===== src/elevator_pkg.sv =====
// Elevator request definitions
package elevator_pkg;

    ////////////////////
    // Building size
    ////////////////////

    // Floors are numbered from 0 at the lobby
    localparam int num_floors = 11;

    // Pending requests held before the dispatcher takes them
    localparam int default_queue_depth = 16;

    ////////////////////
    // Types
    ////////////////////

    // Zero-based floor number
    typedef logic [3:0] floor_t;

    // One bit per floor for button and lamp vectors
    typedef logic [num_floors-1:0] floor_mask_t;

    // One queued floor request
    typedef struct packed {
        logic   valid;
        floor_t floor;
    } floor_request_t;

    // Car stands still at its target floor
    typedef struct packed {
        logic   valid;
        floor_t floor;
    } floor_arrival_t;

endpackage


===== src/floor_request_capture.sv =====
// Button capture and lamps
module floor_request_capture (
    input  logic                         clock,
    input  logic                         reset_n,
    input  elevator_pkg::floor_mask_t    floor_call_buttons,
    input  elevator_pkg::floor_mask_t    panel_buttons,
    input  logic                         emergency_button,
    input  logic                         power_switch,
    input  elevator_pkg::floor_t         current_floor,
    input  logic                         full,
    input  elevator_pkg::floor_arrival_t arrival,
    output elevator_pkg::floor_request_t request,
    output elevator_pkg::floor_mask_t    call_button_lights,
    output elevator_pkg::floor_mask_t    panel_button_lights
);

    logic                      enabled;
    logic                      take_panel;
    logic                      take_call;
    elevator_pkg::floor_t      pick;
    elevator_pkg::floor_mask_t lit;
    elevator_pkg::floor_mask_t current_mask;
    elevator_pkg::floor_mask_t clear_mask;
    elevator_pkg::floor_mask_t panel_free;
    elevator_pkg::floor_mask_t call_free;
    elevator_pkg::floor_mask_t panel_join;
    elevator_pkg::floor_mask_t call_join;
    elevator_pkg::floor_mask_t panel_set;
    elevator_pkg::floor_mask_t call_set;

    // Lowest set bit of a floor mask
    function automatic elevator_pkg::floor_t lowest_floor(input elevator_pkg::floor_mask_t mask);
        elevator_pkg::floor_t idx;
        idx = '0;
        for (int i = elevator_pkg::num_floors - 1; i >= 0; i--) begin
            if (mask[i]) begin
                idx = elevator_pkg::floor_t'(i);
            end
        end
        return idx;
    endfunction

    ////////////////////
    // Press selection
    ////////////////////

    always_comb begin
        enabled      = power_switch && !emergency_button && !full;
        lit          = panel_button_lights | call_button_lights;
        current_mask = elevator_pkg::floor_mask_t'(1) << current_floor;
        clear_mask   = arrival.valid ? (elevator_pkg::floor_mask_t'(1) << arrival.floor) : '0;

        // Floors not yet queued, excluding where the car stands
        panel_free = panel_buttons & ~lit & ~current_mask;
        call_free  = floor_call_buttons & ~lit & ~current_mask;

        // Already queued via the other panel, only the lamp joins in
        panel_join = panel_buttons & ~panel_button_lights & call_button_lights & ~current_mask;
        call_join  = floor_call_buttons & ~call_button_lights & panel_button_lights & ~current_mask;

        // Panel first, then hall calls
        take_panel = enabled && (|panel_free);
        take_call  = enabled && !(|panel_free) && (|call_free);
        pick       = take_panel ? lowest_floor(panel_free) : lowest_floor(call_free);

        panel_set = '0;
        call_set  = '0;
        if (take_panel) begin
            panel_set = elevator_pkg::floor_mask_t'(1) << pick;
        end
        if (take_call) begin
            call_set = elevator_pkg::floor_mask_t'(1) << pick;
        end
        if (enabled) begin
            panel_set = panel_set | panel_join;
            call_set  = call_set | call_join;
        end
    end

    ////////////////////
    // Lamps and request
    ////////////////////

    always_ff @(posedge clock or negedge reset_n) begin
        if (!reset_n) begin
            panel_button_lights <= '0;
            call_button_lights  <= '0;
            request             <= '0;
        end else begin
            // Arrival wins over a new press on the same floor
            panel_button_lights <= (panel_button_lights | panel_set) & ~clear_mask;
            call_button_lights  <= (call_button_lights | call_set) & ~clear_mask;
            request.valid       <= take_panel || take_call;
            request.floor       <= pick;
        end
    end

    // A request is only issued when the queue had room on the sampling edge
    assert property (@(posedge clock) disable iff (!reset_n)
        request.valid |-> !$past(full));

endmodule


===== src/floor_request_queue.sv =====
// Floor request FIFO
module floor_request_queue #(
    parameter int QUEUE_DEPTH = elevator_pkg::default_queue_depth
) (
    input  logic                         clock,
    input  logic                         reset_n,
    input  elevator_pkg::floor_request_t request,
    input  logic                         pop,
    output elevator_pkg::floor_t         head,
    output logic                         empty,
    output logic                         full
);

    localparam int PTR_W = $clog2(QUEUE_DEPTH);
    localparam int CNT_W = $clog2(QUEUE_DEPTH + 1);

    elevator_pkg::floor_t mem [QUEUE_DEPTH];
    logic [PTR_W-1:0]     wr_ptr;
    logic [PTR_W-1:0]     rd_ptr;
    logic [CNT_W-1:0]     count;

    assign head  = mem[rd_ptr];
    assign empty = (count == '0);

    // The request in flight already holds a slot, so full looks one entry ahead
    assign full = (count == CNT_W'(QUEUE_DEPTH)) ||
                  (request.valid && count == CNT_W'(QUEUE_DEPTH - 1));

    // Storage
    always_ff @(posedge clock) begin
        if (request.valid) begin
            mem[wr_ptr] <= request.floor;
        end
    end

    ////////////////////
    // Pointers and count
    ////////////////////

    always_ff @(posedge clock or negedge reset_n) begin
        if (!reset_n) begin
            wr_ptr <= '0;
            rd_ptr <= '0;
            count  <= '0;
        end else begin
            if (request.valid) begin
                wr_ptr <= (wr_ptr == PTR_W'(QUEUE_DEPTH - 1)) ? '0 : wr_ptr + 1'b1;
            end
            if (pop) begin
                rd_ptr <= (rd_ptr == PTR_W'(QUEUE_DEPTH - 1)) ? '0 : rd_ptr + 1'b1;
            end
            case ({request.valid, pop})
                2'b10:   count <= count + 1'b1;
                2'b01:   count <= count - 1'b1;
                default: count <= count;
            endcase
        end
    end

    // Capture must never overrun the storage
    assert property (@(posedge clock) disable iff (!reset_n)
        request.valid |-> count != CNT_W'(QUEUE_DEPTH));

    // Dispatcher only takes a floor that is there
    assert property (@(posedge clock) disable iff (!reset_n)
        pop |-> !empty);

endmodule


===== src/floor_dispatcher.sv =====
// Target floor dispatcher
module floor_dispatcher (
    input  logic                         clock,
    input  logic                         reset_n,
    input  elevator_pkg::floor_t         head,
    input  logic                         empty,
    output logic                         pop,
    input  logic                         emergency_button,
    input  logic                         power_switch,
    input  elevator_pkg::floor_t         current_floor,
    input  logic                         elevator_moving,
    output elevator_pkg::floor_t         floor_selector,
    output logic                         direction_selector,
    output logic                         activate_elevator,
    output elevator_pkg::floor_arrival_t arrival
);

    logic                 target_valid;
    elevator_pkg::floor_t target_floor;
    logic                 enabled;

    // Take the next floor only when idle
    assign pop = !target_valid && !empty;

    ////////////////////
    // Target register
    ////////////////////

    always_ff @(posedge clock or negedge reset_n) begin
        if (!reset_n) begin
            target_valid <= 1'b0;
            target_floor <= '0;
        end else if (pop) begin
            target_valid <= 1'b1;
            target_floor <= head;
        end else if (arrival.valid) begin
            target_valid <= 1'b0;
        end
    end

    ////////////////////
    // Car outputs
    ////////////////////

    always_comb begin
        enabled            = power_switch && !emergency_button;
        floor_selector     = target_floor;
        direction_selector = (target_floor > current_floor);
        activate_elevator  = target_valid && enabled && !elevator_moving &&
                             (target_floor != current_floor);

        // Also fires at once for a popped floor where the car already stands
        arrival.valid = target_valid && !elevator_moving && (current_floor == target_floor);
        arrival.floor = target_floor;
    end

    // A queued floor always lies inside the building
    assert property (@(posedge clock) disable iff (!reset_n)
        target_valid |-> target_floor < elevator_pkg::floor_t'(elevator_pkg::num_floors));

endmodule


===== src/floor_logic_top.sv =====
// Floor request controller
module floor_logic_top #(
    parameter int QUEUE_DEPTH = elevator_pkg::default_queue_depth
) (
    input  logic                      clock,
    input  logic                      reset_n,
    input  elevator_pkg::floor_mask_t floor_call_buttons,
    input  elevator_pkg::floor_mask_t panel_buttons,
    input  logic                      emergency_button,
    input  logic                      power_switch,
    input  elevator_pkg::floor_t      current_floor,
    input  logic                      elevator_moving,
    output elevator_pkg::floor_t      floor_selector,
    output logic                      direction_selector,
    output logic                      activate_elevator,
    output elevator_pkg::floor_mask_t call_button_lights,
    output elevator_pkg::floor_mask_t panel_button_lights
);

    elevator_pkg::floor_request_t request;
    elevator_pkg::floor_arrival_t arrival;
    elevator_pkg::floor_t         head;
    logic                         empty;
    logic                         full;
    logic                         pop;

    ////////////////////
    // Button side
    ////////////////////

    floor_request_capture u_capture (
        .clock               (clock),
        .reset_n             (reset_n),
        .floor_call_buttons  (floor_call_buttons),
        .panel_buttons       (panel_buttons),
        .emergency_button    (emergency_button),
        .power_switch        (power_switch),
        .current_floor       (current_floor),
        .full                (full),
        .arrival             (arrival),
        .request             (request),
        .call_button_lights  (call_button_lights),
        .panel_button_lights (panel_button_lights)
    );

    floor_request_queue #(
        .QUEUE_DEPTH (QUEUE_DEPTH)
    ) u_queue (
        .clock   (clock),
        .reset_n (reset_n),
        .request (request),
        .pop     (pop),
        .head    (head),
        .empty   (empty),
        .full    (full)
    );

    ////////////////////
    // Car side
    ////////////////////

    floor_dispatcher u_dispatcher (
        .clock              (clock),
        .reset_n            (reset_n),
        .head               (head),
        .empty              (empty),
        .pop                (pop),
        .emergency_button   (emergency_button),
        .power_switch       (power_switch),
        .current_floor      (current_floor),
        .elevator_moving    (elevator_moving),
        .floor_selector     (floor_selector),
        .direction_selector (direction_selector),
        .activate_elevator  (activate_elevator),
        .arrival            (arrival)
    );

endmodule


===== config.mk =====
export PLATFORM = sky130hd
export DESIGN_NAME = floor_logic_top
export DESIGN_NICKNAME = d
export VERILOG_FILES = /design/src/elevator_pkg.sv /design/src/floor_request_capture.sv /design/src/floor_request_queue.sv /design/src/floor_dispatcher.sv /design/src/floor_logic_top.sv
export SDC_FILE = /design/constraint.sdc
export NUM_CORES = 1
export LEC_CHECK = 0
export BUFFER_PORTS_ARGS = -buffer_cell sky130_fd_sc_hd__buf_4
export CORE_MARGIN = 2
export CORE_UTILIZATION = 30
export DETAILED_ROUTE_END_ITERATION = 10
export PLACE_DENSITY_LB_ADDON = 0.2
export SLEW_MARGIN = 20
export SYNTH_ARGS = -nofsm -noshare
export SYNTH_HDL_FRONTEND = slang
export SYNTH_SLANG_ARGS = --single-unit

===== constraint.sdc =====
create_clock -name clock -period 7.6 [get_ports clock]
set_input_delay 0.38 -clock clock [delete_from_list [all_inputs] [get_ports clock]]
set_output_delay 0.38 -clock clock [all_outputs]
set_load 0.02 [all_outputs]

==> results.env, run 1 <==
TIMING_HOLD_VIOLATIONS_FINAL=0
WORSTSETUPPATHTYPE='reg -> reg'
CTS.SINK_COUNT=109
SYN-CELL-AREA_SQ_UM=5750
VIAS=4013
INITIAL_CORE_UTIL_PCT=30.6
SYNTH.DISTINCT_CELLS=68
FILLCELLCOUNT=1862
SYNTH_WARNINGS=0
PLACE.GP.CONGESTION=0.909
TIMING_WORST_SLEW_PIN_VALUE_PS=946
MAXSLEWHEADROOM_PCT=36.9
DIE_W_UM=142
NUMBER_OF_PORT_BUFFERS=58
UNREPAIRED_SETUP_ENDPOINTS_AFTER_GLOBAL_ROUTING='no'
TOTAL_LEAKAGE_POWER_uW=0.00253
FINALSETUPVIOLCOUNT=0
NUMBER_OF_DRC_VIOLATIONS_AFTER_DETAILED_ROUTING_ITERATION_0=271
RUN_STATUS='complete, no violations'
DRT_DRC_VIOLATIONS_LEFT=0
POWER.INTERNAL_uW=1360
NETLIST.TOP_CELL.BY_AREA='edfxtp_1'
POSTSYNTH.TOPFLOPCELL='edfxtp_1'
CLK_PATH_BUF_DEPTH=2
VIAS_PER_CELL=5.31
CTS.HOLD.BUFFERS_ADDED=0
DRV.MAX_CAP_VIOLATION_COUNT=0
AREA_OF_THE_DIE_SQ_UM=20300
SYNTH-EDFF-COUNT=64
SWITCHING_SHARE_PCT=37.3
IO_PINS=59
CLOCK_TREE_FROM_TRITONCTS='built'
CRITICAL_PATH.MAX_FANOUT=33
OVERFLOW=0
DP_HPWL_MM=11.3
DRT-TOTAL-WL_MM=14.8
CORE-AREA_SQ_UM=18800
RATIO_OF_FINAL_MINIMUM_PERIOD_TO_CLOCK_PERIOD_PCT=43.3
CLK_LATENCY_PS=360
YOSYS-TOP-CELLS-AREA='edfxtp_1 (33%), dfrtp_1 (20%), mux4_2 (7.8%)'
MAX-VDD-IR-DROP_mV=0.134
POWER-PER-CELL-AREA_nW_PER_UM2=323
ASYNCSETRESETFLOPFRACSYNTH_PCT=41.3
SEQUENTIALPOWERSHARE_PCT=42.8
TOTALPOWERFINAL_uW=2160
DETAILEDROUTE.FIRSTPASSITERATIONCOUNT=5
MAX_CLOCK_FREQ_GHz=0.304
SYNTH_SEQ_CELLS=109
GLOBAL_ROUTE_WIRE_LENGTH_BEFORE_REPAIR_MM=23.3
CTS.HTREE.LEVELS=3
SYNTH_NETS=510
START_KIND='flip-flop'
R2R-END='u_capture.panel_button_lights[0]'
CRIT_ARRIVAL_PS=3530
DRIVE_GT1_SHARE_PCT=24.4
CTS-ROOT-BUF='clkbuf_16'
CRIT_PATH_END_KIND='flip-flop'
NUMCTSBUFFERS=9
SYNTH_AREA_PER_CELL_SQ_UM=12.4
CLK_TRANSITION_REPORTED_PATHS_PS=80
REG2REG_DEPTH=9
FINAL.MIN_CLOCK_PERIOD_PS=3290
SYNTH_TOP_CELLS_BY_COUNT='edfxtp_1 (64), nand2_1 (63), dfrtp_1 (45), nor2_1 (32), nand3_1 (24)'
SWITCH_PWR_uW=806
NETLIST.AREA_LEADER.SHARE_PCT=33.4
WORST_R2R_STARTPOINT='u_capture.request[4]'
YOSYSMOSTFREQUENTCELL='edfxtp_1'
MAXIMUM_NUMBER_OF_PINS_ON_ONE_NET_BEFORE_GLOBAL_ROUTE_REPAIR=46
AREA_GROWTH_SYN_TO_LAYOUT_PCT=16.6
WIRE_PER_INST_UM=19.6
FIN_SKEW_PS=8.68
FINAL_AREA_SQ_UM=6700
SETUP_TOTAL_NEGATIVE_SLACK_PS=0
SHARE_COMB_OF_TOTAL_POWER_PCT=35.3
PLACE_WS_PS=4190
SLACK_OF_THE_WORST_REG_TO_REG_PATH_PS=4310
POST-CTS-SETUP-BUFFERS=0
POSTCTSRESIZEDCELLS=0
MIN_PATH_TYPE='in -> async'
FIRST_GLOBAL_VIAS=4005
TRACK_USAGE_PCT=15.4
ANT_NETS=0
POSTLAYOUTSETUPSLACKWORST_PS=4310
ANTENNA_FOUND_INITIAL=0
CRITICAL_PATH_REQUIRED_PS=7840
POWER.CLOCK.FRACTION_PCT=21.9
REPORT.FINAL.SLEW_VIOL_COUNT=0
FINAL_NET_COUNT=561
FLOORPLAN.DIE.HEIGHT_UM=142
PLACEMENTROWS=50
SYNTH.YOSYS.SEQ_AREA_SHARE_PCT=53.0
PLACED_CELL_AREA_SQ_UM=6390
CELL_COUNT_AFTER_SYNTHESIS=465
## metrics by stage
step                      std cells  utilization (%)  hold WS, ps
after floorplan                 465                -         84.4
final                           756             35.7         7.32
after CTS                       755             35.7         62.8
after detailed placement        739             34.0          451
after global routing            755             35.7         57.7
after global placement          739             34.0          445
## worst max path at each step
| stage | startpoint | to | slack (ps) | depth (start not counted) |
|---|---|---|---|---|
| 4_1_cts | u_capture.request[4] | u_capture.panel_button_lights[0] | 4290 | 9 |
| 5_1_grt | u_capture.request[4] | u_capture.panel_button_lights[0] | 4010 | 9 |
| 3_5_place_dp | current_floor[2] | u_capture.panel_button_lights[0] | 4190 | 9 |
| 2_1_floorplan | current_floor[0] | u_capture.panel_button_lights[8] | 5000 | 9 |
| 6_report | u_capture.request[4] | u_capture.panel_button_lights[0] | 4310 | 9 |
| 3_3_place_gp | current_floor[2] | u_capture.panel_button_lights[0] | 4360 | 9 |
## per-layer routing
layer,up-vias,part of all wire [%],track usage (%)
met1,2012,45,20.3
li1,1885,-,-
met5,-,0,0
met3,15,4.3,2.66
met2,101,49,25.6
met4,0,1.9,5.47
## worst max-delay path: stages, from the launching register on
cell and delay [ps]:
dfrtp_1 500, and4b_1 260, nand3_1 70, and4b_1 200
buf_4 350, o31a_1 340, a311oi_2 90, nor2_2 680
inv_2 250, o41ai_1 410
## registers in the layout, indices dropped and copies added (netlist names)
| name | flops |
|---|---|
| u_queue.wr_ptr | 4 |
| u_capture.panel_button_lights | 11 |
| u_queue.rd_ptr | 4 |
| u_capture.call_button_lights | 11 |
| u_dispatcher.target_valid | 1 |
| u_queue.count | 5 |
| u_queue.mem | 64 |
| u_dispatcher.floor_selector | 4 |
| u_capture.request | 5 |
## power by group through the flow
stage                     Combinational, uW  Clock (uW)  Sequential [uW]
final                                   763         473              925
after global routing                    839         515              953
after CTS                               777         491              927
after detailed placement                775           0              940
after global placement                  762           0              937
after floorplan                         517           0              914
## area by class of cell
class | instances | area, sq um | share of cell area [%]
multi-input combinational | 318 | 2520 | 37.7
sequential | 109 | 3050 | 45.5
antenna | 1 | 2.50 | 0.0373
inverter | 18 | 70.1 | 1.05
clock inverter | 7 | 86.3 | 1.29
tap | 234 | 293 | 4.37
clock buffer | 9 | 225 | 3.36
timing repair buffer | 60 | 450 | 6.72
## cell families (layout without fill, tap and decap cells)
logic type | count (synthesis) | after routing | synth area share, %
compound gates | 86 | 86 | 13.3
xor+xnor | 8 | 8 | 1.22
fa+ha+maj | 14 | 14 | 3.18
buf+inv | 38 | 94 | 3.05
flops | 109 | 109 | 53.0
mux | 25 | 25 | 8.82
other cells | 0 | 1 | 0
simple gates | 185 | 185 | 17.4
## layout by cell type (no fill, tap or decap), drive strengths merged, types with 2 or more instances in the layout
| cell type | synthesis | final |
|---|---|---|
| a41oi | 3 | 3 |
| o21ai | 11 | 11 |
| o41ai | 4 | 4 |
| nand2 | 63 | 63 |
| mux4 | 20 | 20 |
| nor3 | 7 | 7 |
| edfxtp | 64 | 64 |
| ha | 13 | 13 |
| clkbuf | 10 | 9 |
| xor2 | 2 | 2 |
| nand3 | 27 | 27 |
| and2 | 6 | 6 |
| dfrtp | 45 | 45 |
| clkinv | 0 | 5 |
| and4 | 2 | 2 |
| nand4 | 2 | 2 |
| xnor2 | 6 | 6 |
| a31oi | 2 | 2 |
| and4b | 2 | 2 |
| or4b | 4 | 4 |
| nand2b | 9 | 9 |
| nor3b | 6 | 6 |
| nor2b | 5 | 5 |
| mux2 | 5 | 5 |
| o31ai | 15 | 15 |
| and3 | 4 | 4 |
| a211oi | 2 | 2 |
| inv | 18 | 20 |
| buf | 10 | 60 |
| a21o | 4 | 4 |
| nor2 | 34 | 34 |
| a21oi | 9 | 9 |
| a22oi | 3 | 3 |
| o21bai | 2 | 2 |
| a41o | 22 | 22 |
| nand4bb | 5 | 5 |
| nand3b | 2 | 2 |
No activity file was read; power rests on OpenSTA's default activity.
==> run 2: changes to the inputs <==
ABC_AREA = 1   (was not set)
clock period = 3.43 ns   (was 7.6 ns; I/O delays follow)
==> run 2 against run 1 <==
Compared with the run above:
- total power is 110% higher
- sequential cell count stayed put
- global-route usage increased by 0.49 points
- critical path type unchanged
- final cell count grew 17%
==> results.env, run 2 <==
TIMING_WORST_SLEW_PIN_VALUE_PS=1040
CLOCK_TREE_FROM_TRITONCTS='built'
CLK_LATENCY_PS=360
SYNTH_SEQ_CELLS=109
CLK_TRANSITION_REPORTED_PATHS_PS=80
SYNTH_NETS=633
PLACEMENTROWS=50
FILLCELLCOUNT=1890
RATIO_OF_FINAL_MINIMUM_PERIOD_TO_CLOCK_PERIOD_PCT=77.4
SYNTH_AREA_PER_CELL_SQ_UM=9.55
VIAS=4458
REPORT.FINAL.SLEW_VIOL_COUNT=0
MIN_PATH_TYPE='in -> reg'
YOSYSMOSTFREQUENTCELL='nor2_1'
MAX_CLOCK_FREQ_GHz=0.377
PLACE.GP.CONGESTION=0.871
CORE-AREA_SQ_UM=18500
POWER-PER-CELL-AREA_nW_PER_UM2=701
SETUP_TOTAL_NEGATIVE_SLACK_PS=0
VIAS_PER_CELL=5.04
DP_HPWL_MM=11.1
LARGEST-REGISTER='u_queue.mem'
FLOORPLAN.DIE.HEIGHT_UM=141
PLACED_CELL_AREA_SQ_UM=6290
NUMCTSBUFFERS=9
WORSTSETUPPATHTYPE='reg -> reg'
CTS.HTREE.LEVELS=3
DRIVE_GT1_SHARE_PCT=18.3
CRITICAL_PATH_REQUIRED_PS=3670
CRIT_PATH_END_KIND='flip-flop'
FINAL_COMMON_CELL='nor2_1'
RUN_STATUS='complete, no violations'
OVERFLOW=0
SYNTH.YOSYS.SEQ_AREA_SHARE_PCT=54.3
IO_PINS=59
MOST-COMMON-LAYOUT-CELLS='nor2_1 (92), nand2_1 (78), edfxtp_1 (64), buf_4 (61), inv_1 (50)'
CTS.SINK_COUNT=109
ASYNCSETRESETFLOPFRACSYNTH_PCT=41.3
GLOBAL_ROUTE_WIRE_LENGTH_BEFORE_REPAIR_MM=24.1
CELL_COUNT_AFTER_SYNTHESIS=588
SYNTH.DISTINCT_CELLS=39
INITIAL_CORE_UTIL_PCT=30.3
HOLD_DEPTH=3
DRT-TOTAL-WL_MM=15.2
DRT_DRC_VIOLATIONS_LEFT=0
CRITICAL_PATH.MAX_FANOUT=15
SYN-CELL-AREA_SQ_UM=5620
BIGGESTREGSBYFLOPS='u_queue.mem x64, u_capture.call_button_lights x11, u_capture.panel_button_lights x11'
NUMBER_OF_DRC_VIOLATIONS_AFTER_DETAILED_ROUTING_ITERATION_0=276
AREA_OF_THE_DIE_SQ_UM=19800
LARGEST_REGISTER_FF_COUNT=64
MAXIMUM_NUMBER_OF_PINS_ON_ONE_NET_BEFORE_GLOBAL_ROUTE_REPAIR=46
SYNTH_TOP_CELLS_BY_COUNT='nor2_1 (92), nand2_1 (78), edfxtp_1 (64), inv_1 (50), dfrtp_1 (45)'
SYNTH-EDFF-COUNT=64
CTS-ROOT-BUF='clkbuf_16'
ANTENNA-DIODE-COUNT=0
CRIT_ARRIVAL_PS=2890
ANT_NETS=0
TRACK_USAGE_PCT=15.9
NUMBER_OF_PORT_BUFFERS=58
CLK_PATH_BUF_DEPTH=2
REG2REG_DEPTH=14
SLACK_OF_THE_WORST_REG_TO_REG_PATH_PS=780
NETLIST.TOP_CELL.BY_AREA='edfxtp_1'
DIE_W_UM=141
START_KIND='flip-flop'
FINAL_AREA_SQ_UM=6630
SYNTH_WARNINGS=0
DETAILEDROUTE.FIRSTPASSITERATIONCOUNT=4
NETLIST.AREA_LEADER.SHARE_PCT=34.2
UNREPAIRED_SETUP_ENDPOINTS_AFTER_GLOBAL_ROUTING='no'
MAXSLEWHEADROOM_PCT=30.5
AREA_GROWTH_SYN_TO_LAYOUT_PCT=18.0
DRV.MAX_CAP_VIOLATION_COUNT=0
FINALSETUPVIOLCOUNT=0
FIN_SKEW_PS=13.0
TIMING_HOLD_VIOLATIONS_FINAL=0
POSTSYNTH.TOPFLOPCELL='edfxtp_1'
FINAL_NET_COUNT=690
ANTENNA_FOUND_INITIAL=0
FINAL.MIN_CLOCK_PERIOD_PS=2650
WIRE_PER_INST_UM=17.2
TOTAL_LEAKAGE_POWER_uW=0.00261
YOSYS-TOP-CELLS-AREA='edfxtp_1 (34%), dfrtp_1 (20%), nor2_1 (6.1%)'
FIRST_GLOBAL_VIAS=4429
MAX-VDD-IR-DROP_mV=0.328
==> run 2: changes by cell type in the layout (fill, tap and decap cells not counted), sizes merged, moves of 20 or more <==
cell / change
a41o: -22
inv: +39
a21oi: +21
o21ai: +34
nand2: +27
nor2: +68
mux4: -20
==> run 2: logic make-up after synthesis <==
family | synth area share (%)
buffers and inverters | 5.10
AND/OR/NAND/NOR | 22.3
XOR/XNOR | 0.780
adder cells (fa/ha/maj) | 3.25
flip-flops | 54.3
AO/OA/AOI/OAI | 14.3
==> run 2: path summary, 6_finish.rpt <==
kind,to,startpoint
max reg2reg,u_queue.count[4],u_queue.count[1]
max in group asynchronous,u_queue.rd_ptr[2],reset_n
min reg2reg,u_queue.count[4],u_queue.count[4]
max,u_queue.count[4],u_queue.count[1]
min,u_dispatcher.target_valid,elevator_moving
min in group asynchronous,u_capture.panel_button_lights[10],reset_n
==> run 2: routing by layer <==
metal  up-vias  global-route usage, %  part of all wire (%)
li1       2196                      -                     -
met1      2143                   20.5                    45
met2       101                   26.3                    49
met3        18                   3.26                   4.0
met4         0                   6.11                   2.5
met5         -                      0                     0
==> run 2: area by class of cell <==
type,count,area (sq um),area share (%)
sequential,109,3050,46.0
clock buffer,9,225,3.40
timing repair buffer,62,468,7.06
tap,234,293,4.42
inverter,56,213,3.21
multi-input combinational,407,2280,34.4
clock inverter,7,100,1.51
==> run 2: critical path: stages, from the launching register on <==
cell,delay (ps)
dfrtp_1,410
inv_1,120
nand4_1,110
or2_2,280
nand2_1,100
inv_1,190
ha_1,300
ha_1,350
nand2_1,80
nor2_1,40
a211oi_1,230
nand2_1,90
nand2_1,60
nor2_1,40
xor2_1,130
==> run 2: what timing repair did <==
| action | 4_1_cts | 5_1_grt |
|---|---|---|
| endpoints found under the hold margin | 45 | 0 |
| gates resized for setup | 0 | 0 |
| setup buffers | 0 | 0 |
| setup endpoints to repair | 0 | 0 |
| hold buffers | 1 | 0 |
==> run 2: report_power, final <==
group	total, uW	switching (uW)	internal [uW]
Sequential	1910	304	1610
Clock	1120	530	591
Combinational	1610	1020	590
Total	4650	1860	2790
==> run 2: stage by stage <==
step                      util [%]  instances  hold slack [ps]  worst slack, ps  power [uW]
final                         35.8        884              147              776        4650
after global routing          35.8        884              162              539        4960
after CTS                     35.8        884              144              781        4690
after detailed placement      34.0        867              227              791        3570
after global placement        34.0        867              220              848        3520
after floorplan                  -        588             -124              935        2950
==> run 3: changes to the inputs <==
ABC_AREA = 0   (was 1)
clock period = 2.2 ns   (was 3.43 ns; I/O delays follow)
==> run 3 against run 2 <==
Compared with the run above:
- the flow now finishes with violations (setup timing)
- first-iteration DRC count rose by 4.7%
- sequential power is 60% higher
- combinational power is 120% higher
- clock power increased by 45%
==> results.env, run 3 (synthesis gave the netlist of run 1 again) <==
WORST_PATH_LARGEST_CELL_DELAY_PS=440
AREA_GROWTH_SYN_TO_LAYOUT_PCT=34.5
PLACEDCELLCOUNT=812
CORE-AREA_SQ_UM=18800
POWER.CLOCK.FRACTION_PCT=19.6
UNREPAIRED_SETUP_ENDPOINTS_AFTER_GLOBAL_ROUTING='yes'
NUMBER_OF_DRC_VIOLATIONS_AFTER_DETAILED_ROUTING_ITERATION_0=289
HOLD_SLACK_PS=106
NUMCTSBUFFERS=9
PLACE.GP.CONGESTION=0.861
CRITICAL_PATH.MAX_FANOUT=6
STDCELL_COUNT=844
MAXIMUM_NUMBER_OF_PINS_ON_ONE_NET_BEFORE_GLOBAL_ROUTE_REPAIR=46
FLOORPLAN.DIE.HEIGHT_UM=142
MAXSLEWHEADROOM_PCT=58.3
RUN_STATUS='complete, but fails checks'
SEQCELLAREA_SQ_UM=3050
PATH_BUF_INV=3
SEQUENTIALPOWERSHARE_PCT=37.1
GLOBALROUTEMET1UTIL_PCT=20.0
DRT_DRC_VIOLATIONS_LEFT=0
RATIO_OF_FINAL_MINIMUM_PERIOD_TO_CLOCK_PERIOD_PCT=104
FINAL.MIN_CLOCK_PERIOD_PS=2290
MIN_PATH_TYPE='in -> reg'
LARGEST-REGISTER='u_queue.mem'
DRIVE_GT1_SHARE_PCT=41.3
TIMING_HOLD_VIOLATIONS_FINAL=0
PLACEMENTROWS=50
AREA_OF_THE_DIE_SQ_UM=20300
TRACK_USAGE_PCT=15.7
POWER.INTERNAL_uW=5210
CLOCK_TREE_FROM_TRITONCTS='built'
ANTENNA-DIODE-COUNT=0
CRIT_ARRIVAL_PS=2530
CTS.SINK_COUNT=109
FIRST_GLOBAL_VIAS=4257
OVERFLOW=0
MAX-VDD-IR-DROP_mV=0.542
TOTAL_LEAKAGE_POWER_uW=0.00300
NUMBER_OF_PORT_BUFFERS=58
POWER-PER-CELL-AREA_nW_PER_UM2=1070
START_KIND='flip-flop'
FINALSETUPVIOLCOUNT=20
MOST-COMMON-LAYOUT-CELLS='buf_4 (135), edfxtp_1 (64), nand2_1 (63), dfrtp_1 (41), nor2_1 (31)'
CLK_LATENCY_PS=360
CTS.HTREE.LEVELS=3
FINISHED_CORE_UTIL_PCT=41.2
ANTENNA_FOUND_INITIAL=0
PLACE_WS_PS=-256
FINAL_COMMON_CELL='buf_4'
POSTLAYOUTSETUPSLACKWORST_PS=-90.2
CRIT_PATH_END_KIND='flip-flop'
WORSTSETUPPATHTYPE='reg -> reg'
SWITCH_PWR_uW=3040
SHARE_COMB_OF_TOTAL_POWER_PCT=43.2
LARGEST_REGISTER_FF_COUNT=64
REPORT.FINAL.SLEW_VIOL_COUNT=0
CRITICAL_PATH.CELL_CHAIN='nor4_4 -> nand2_1 -> and4b_1 -> buf_6 -> o31a_1 -> a311oi_2 -> nor2_2 -> inv_4 -> buf_6 -> o31ai_2'
FINAL_NET_COUNT=650
CTS-ROOT-BUF='clkbuf_16'
VIOLATIONS='setup timing'
DRT-TOTAL-WL_MM=15.6
DIE_W_UM=142
DP_HPWL_MM=11.6
SWITCHING_SHARE_PCT=36.8
GRTUSAGEMET2_PCT=26.6
SETUP_TOTAL_NEGATIVE_SLACK_PS=-1130
CRITICAL_PATH_REQUIRED_PS=2440
FILLCELLCOUNT=1795
FIN_SKEW_PS=9.61
MULTI_INPUT_AREA_SQ_UM=2810
ANT_NETS=0
GLOBAL_ROUTE_WIRE_LENGTH_BEFORE_REPAIR_MM=24.0
DETAILEDROUTE.FIRSTPASSITERATIONCOUNT=4
TIMING_WORST_SLEW_PIN_VALUE_PS=625
GRT-BUSIEST-LAYER='met2'
CLK_TRANSITION_REPORTED_PATHS_PS=80
IO_PINS=59
CRITICAL_PATH.MOST_COMMON_CELL='buf_6'
MAX_CLOCK_FREQ_GHz=0.437
GLOBAL_ROUTE.USAGE.MET3_PCT=2.79
DRV.MAX_CAP_VIOLATION_COUNT=0
BIGGESTREGSBYFLOPS='u_queue.mem x64, u_capture.call_button_lights x11, u_capture.panel_button_lights x11'
CLK_PATH_BUF_DEPTH=2
WIRE_PER_INST_UM=18.4
VIAS=4334
CRITICAL_PATH.TOP_DELAY_FAMILY='simple AND/OR/NAND/NOR gates'
WORST_PATH_MAX_DELAY_CELL='dfrtp_1'
INITIAL_CORE_UTIL_PCT=30.6
VIAS_PER_CELL=5.14
## run 3: changes by cell type in the layout (fill, tap and decap cells not counted), moves of 9 or more
cell | previous run | this run
buf_4 | 61 | 135
nor2_1 | 92 | 31
inv_1 | 50 | 13
o21ai_0 | 41 | 9
a21oi_1 | 30 | 4
a41o_1 | 0 | 22
mux4_2 | 0 | 20
nand2_1 | 78 | 63
a41oi_1 | 17 | 3
nand4_1 | 15 | 2
nand2b_1 | 0 | 9
o221ai_1 | 10 | 1
## run 3: per-layer routing
| metal | wire length (um) | vias to the layer above |
|---|---|---|
| met1 | 6670 | 2131 |
| met4 | 374 | 0 |
| met5 | 0 | - |
| li1 | - | 2064 |
| met2 | 7730 | 115 |
| met3 | 791 | 24 |
## run 3: final timing paths
| kind | start | to | slack [ps] | depth (start not counted) |
|---|---|---|---|---|
| max | u_queue.count[2] | u_capture.panel_button_lights[6] | -90 | 10 |
| min | floor_call_buttons[9] | u_capture.call_button_lights[9] | 110 | 3 |
| max reg2reg | u_queue.count[2] | u_capture.panel_button_lights[6] | -90 | 10 |
| min reg2reg | u_queue.count[3] | u_queue.count[3] | 570 | 2 |
| max in group asynchronous | reset_n | u_dispatcher.floor_selector[3] | 1430 | 2 |
| min in group asynchronous | reset_n | u_capture.panel_button_lights[9] | 310 | 2 |
## run 3: what timing repair did
item                       4_1_cts  5_1_grt
gates cloned                     1        0
hold endpoints to repair        45        0
hold buffers                     1        0
buffers inserted                 4       13
resized for setup               14       40
setup endpoints to repair       17       26
pin swaps                       10       25
## run 3: metrics by stage
step | area, sq um | power [uW]
2_1_floorplan | 5820 | 5040
3_3_place_gp | 7020 | 6290
3_5_place_dp | 7020 | 6350
4_1_cts | 7450 | 8100
5_1_grt | 7730 | 8770
6_report | 7730 | 8250
## run 3: power by group through the flow
stage          clock (uW)  combinational [uW]  sequential, uW
2_1_floorplan           0                1860            3180
3_3_place_gp            0                3220            3070
3_5_place_dp            0                3270            3080
4_1_cts              1670                3390            3040
5_1_grt              1740                3890            3140
6_report             1620                3570            3060
## run 3: cell type report
type / count / area share (%)
Sequential cell: 109 / 39.5
Clock inverter: 7 / 0.955
Inverter: 18 / 1.04
Clock buffer: 9 / 2.91
Multi-Input combinational cell: 319 / 36.4
Tap cell: 234 / 3.79
Timing Repair Buffer: 148 / 15.4
## run 3: worst min-delay path, cell delays in order
cell     delay, ps
buf_4           80
a41oi_1        120
a21oi_2        110
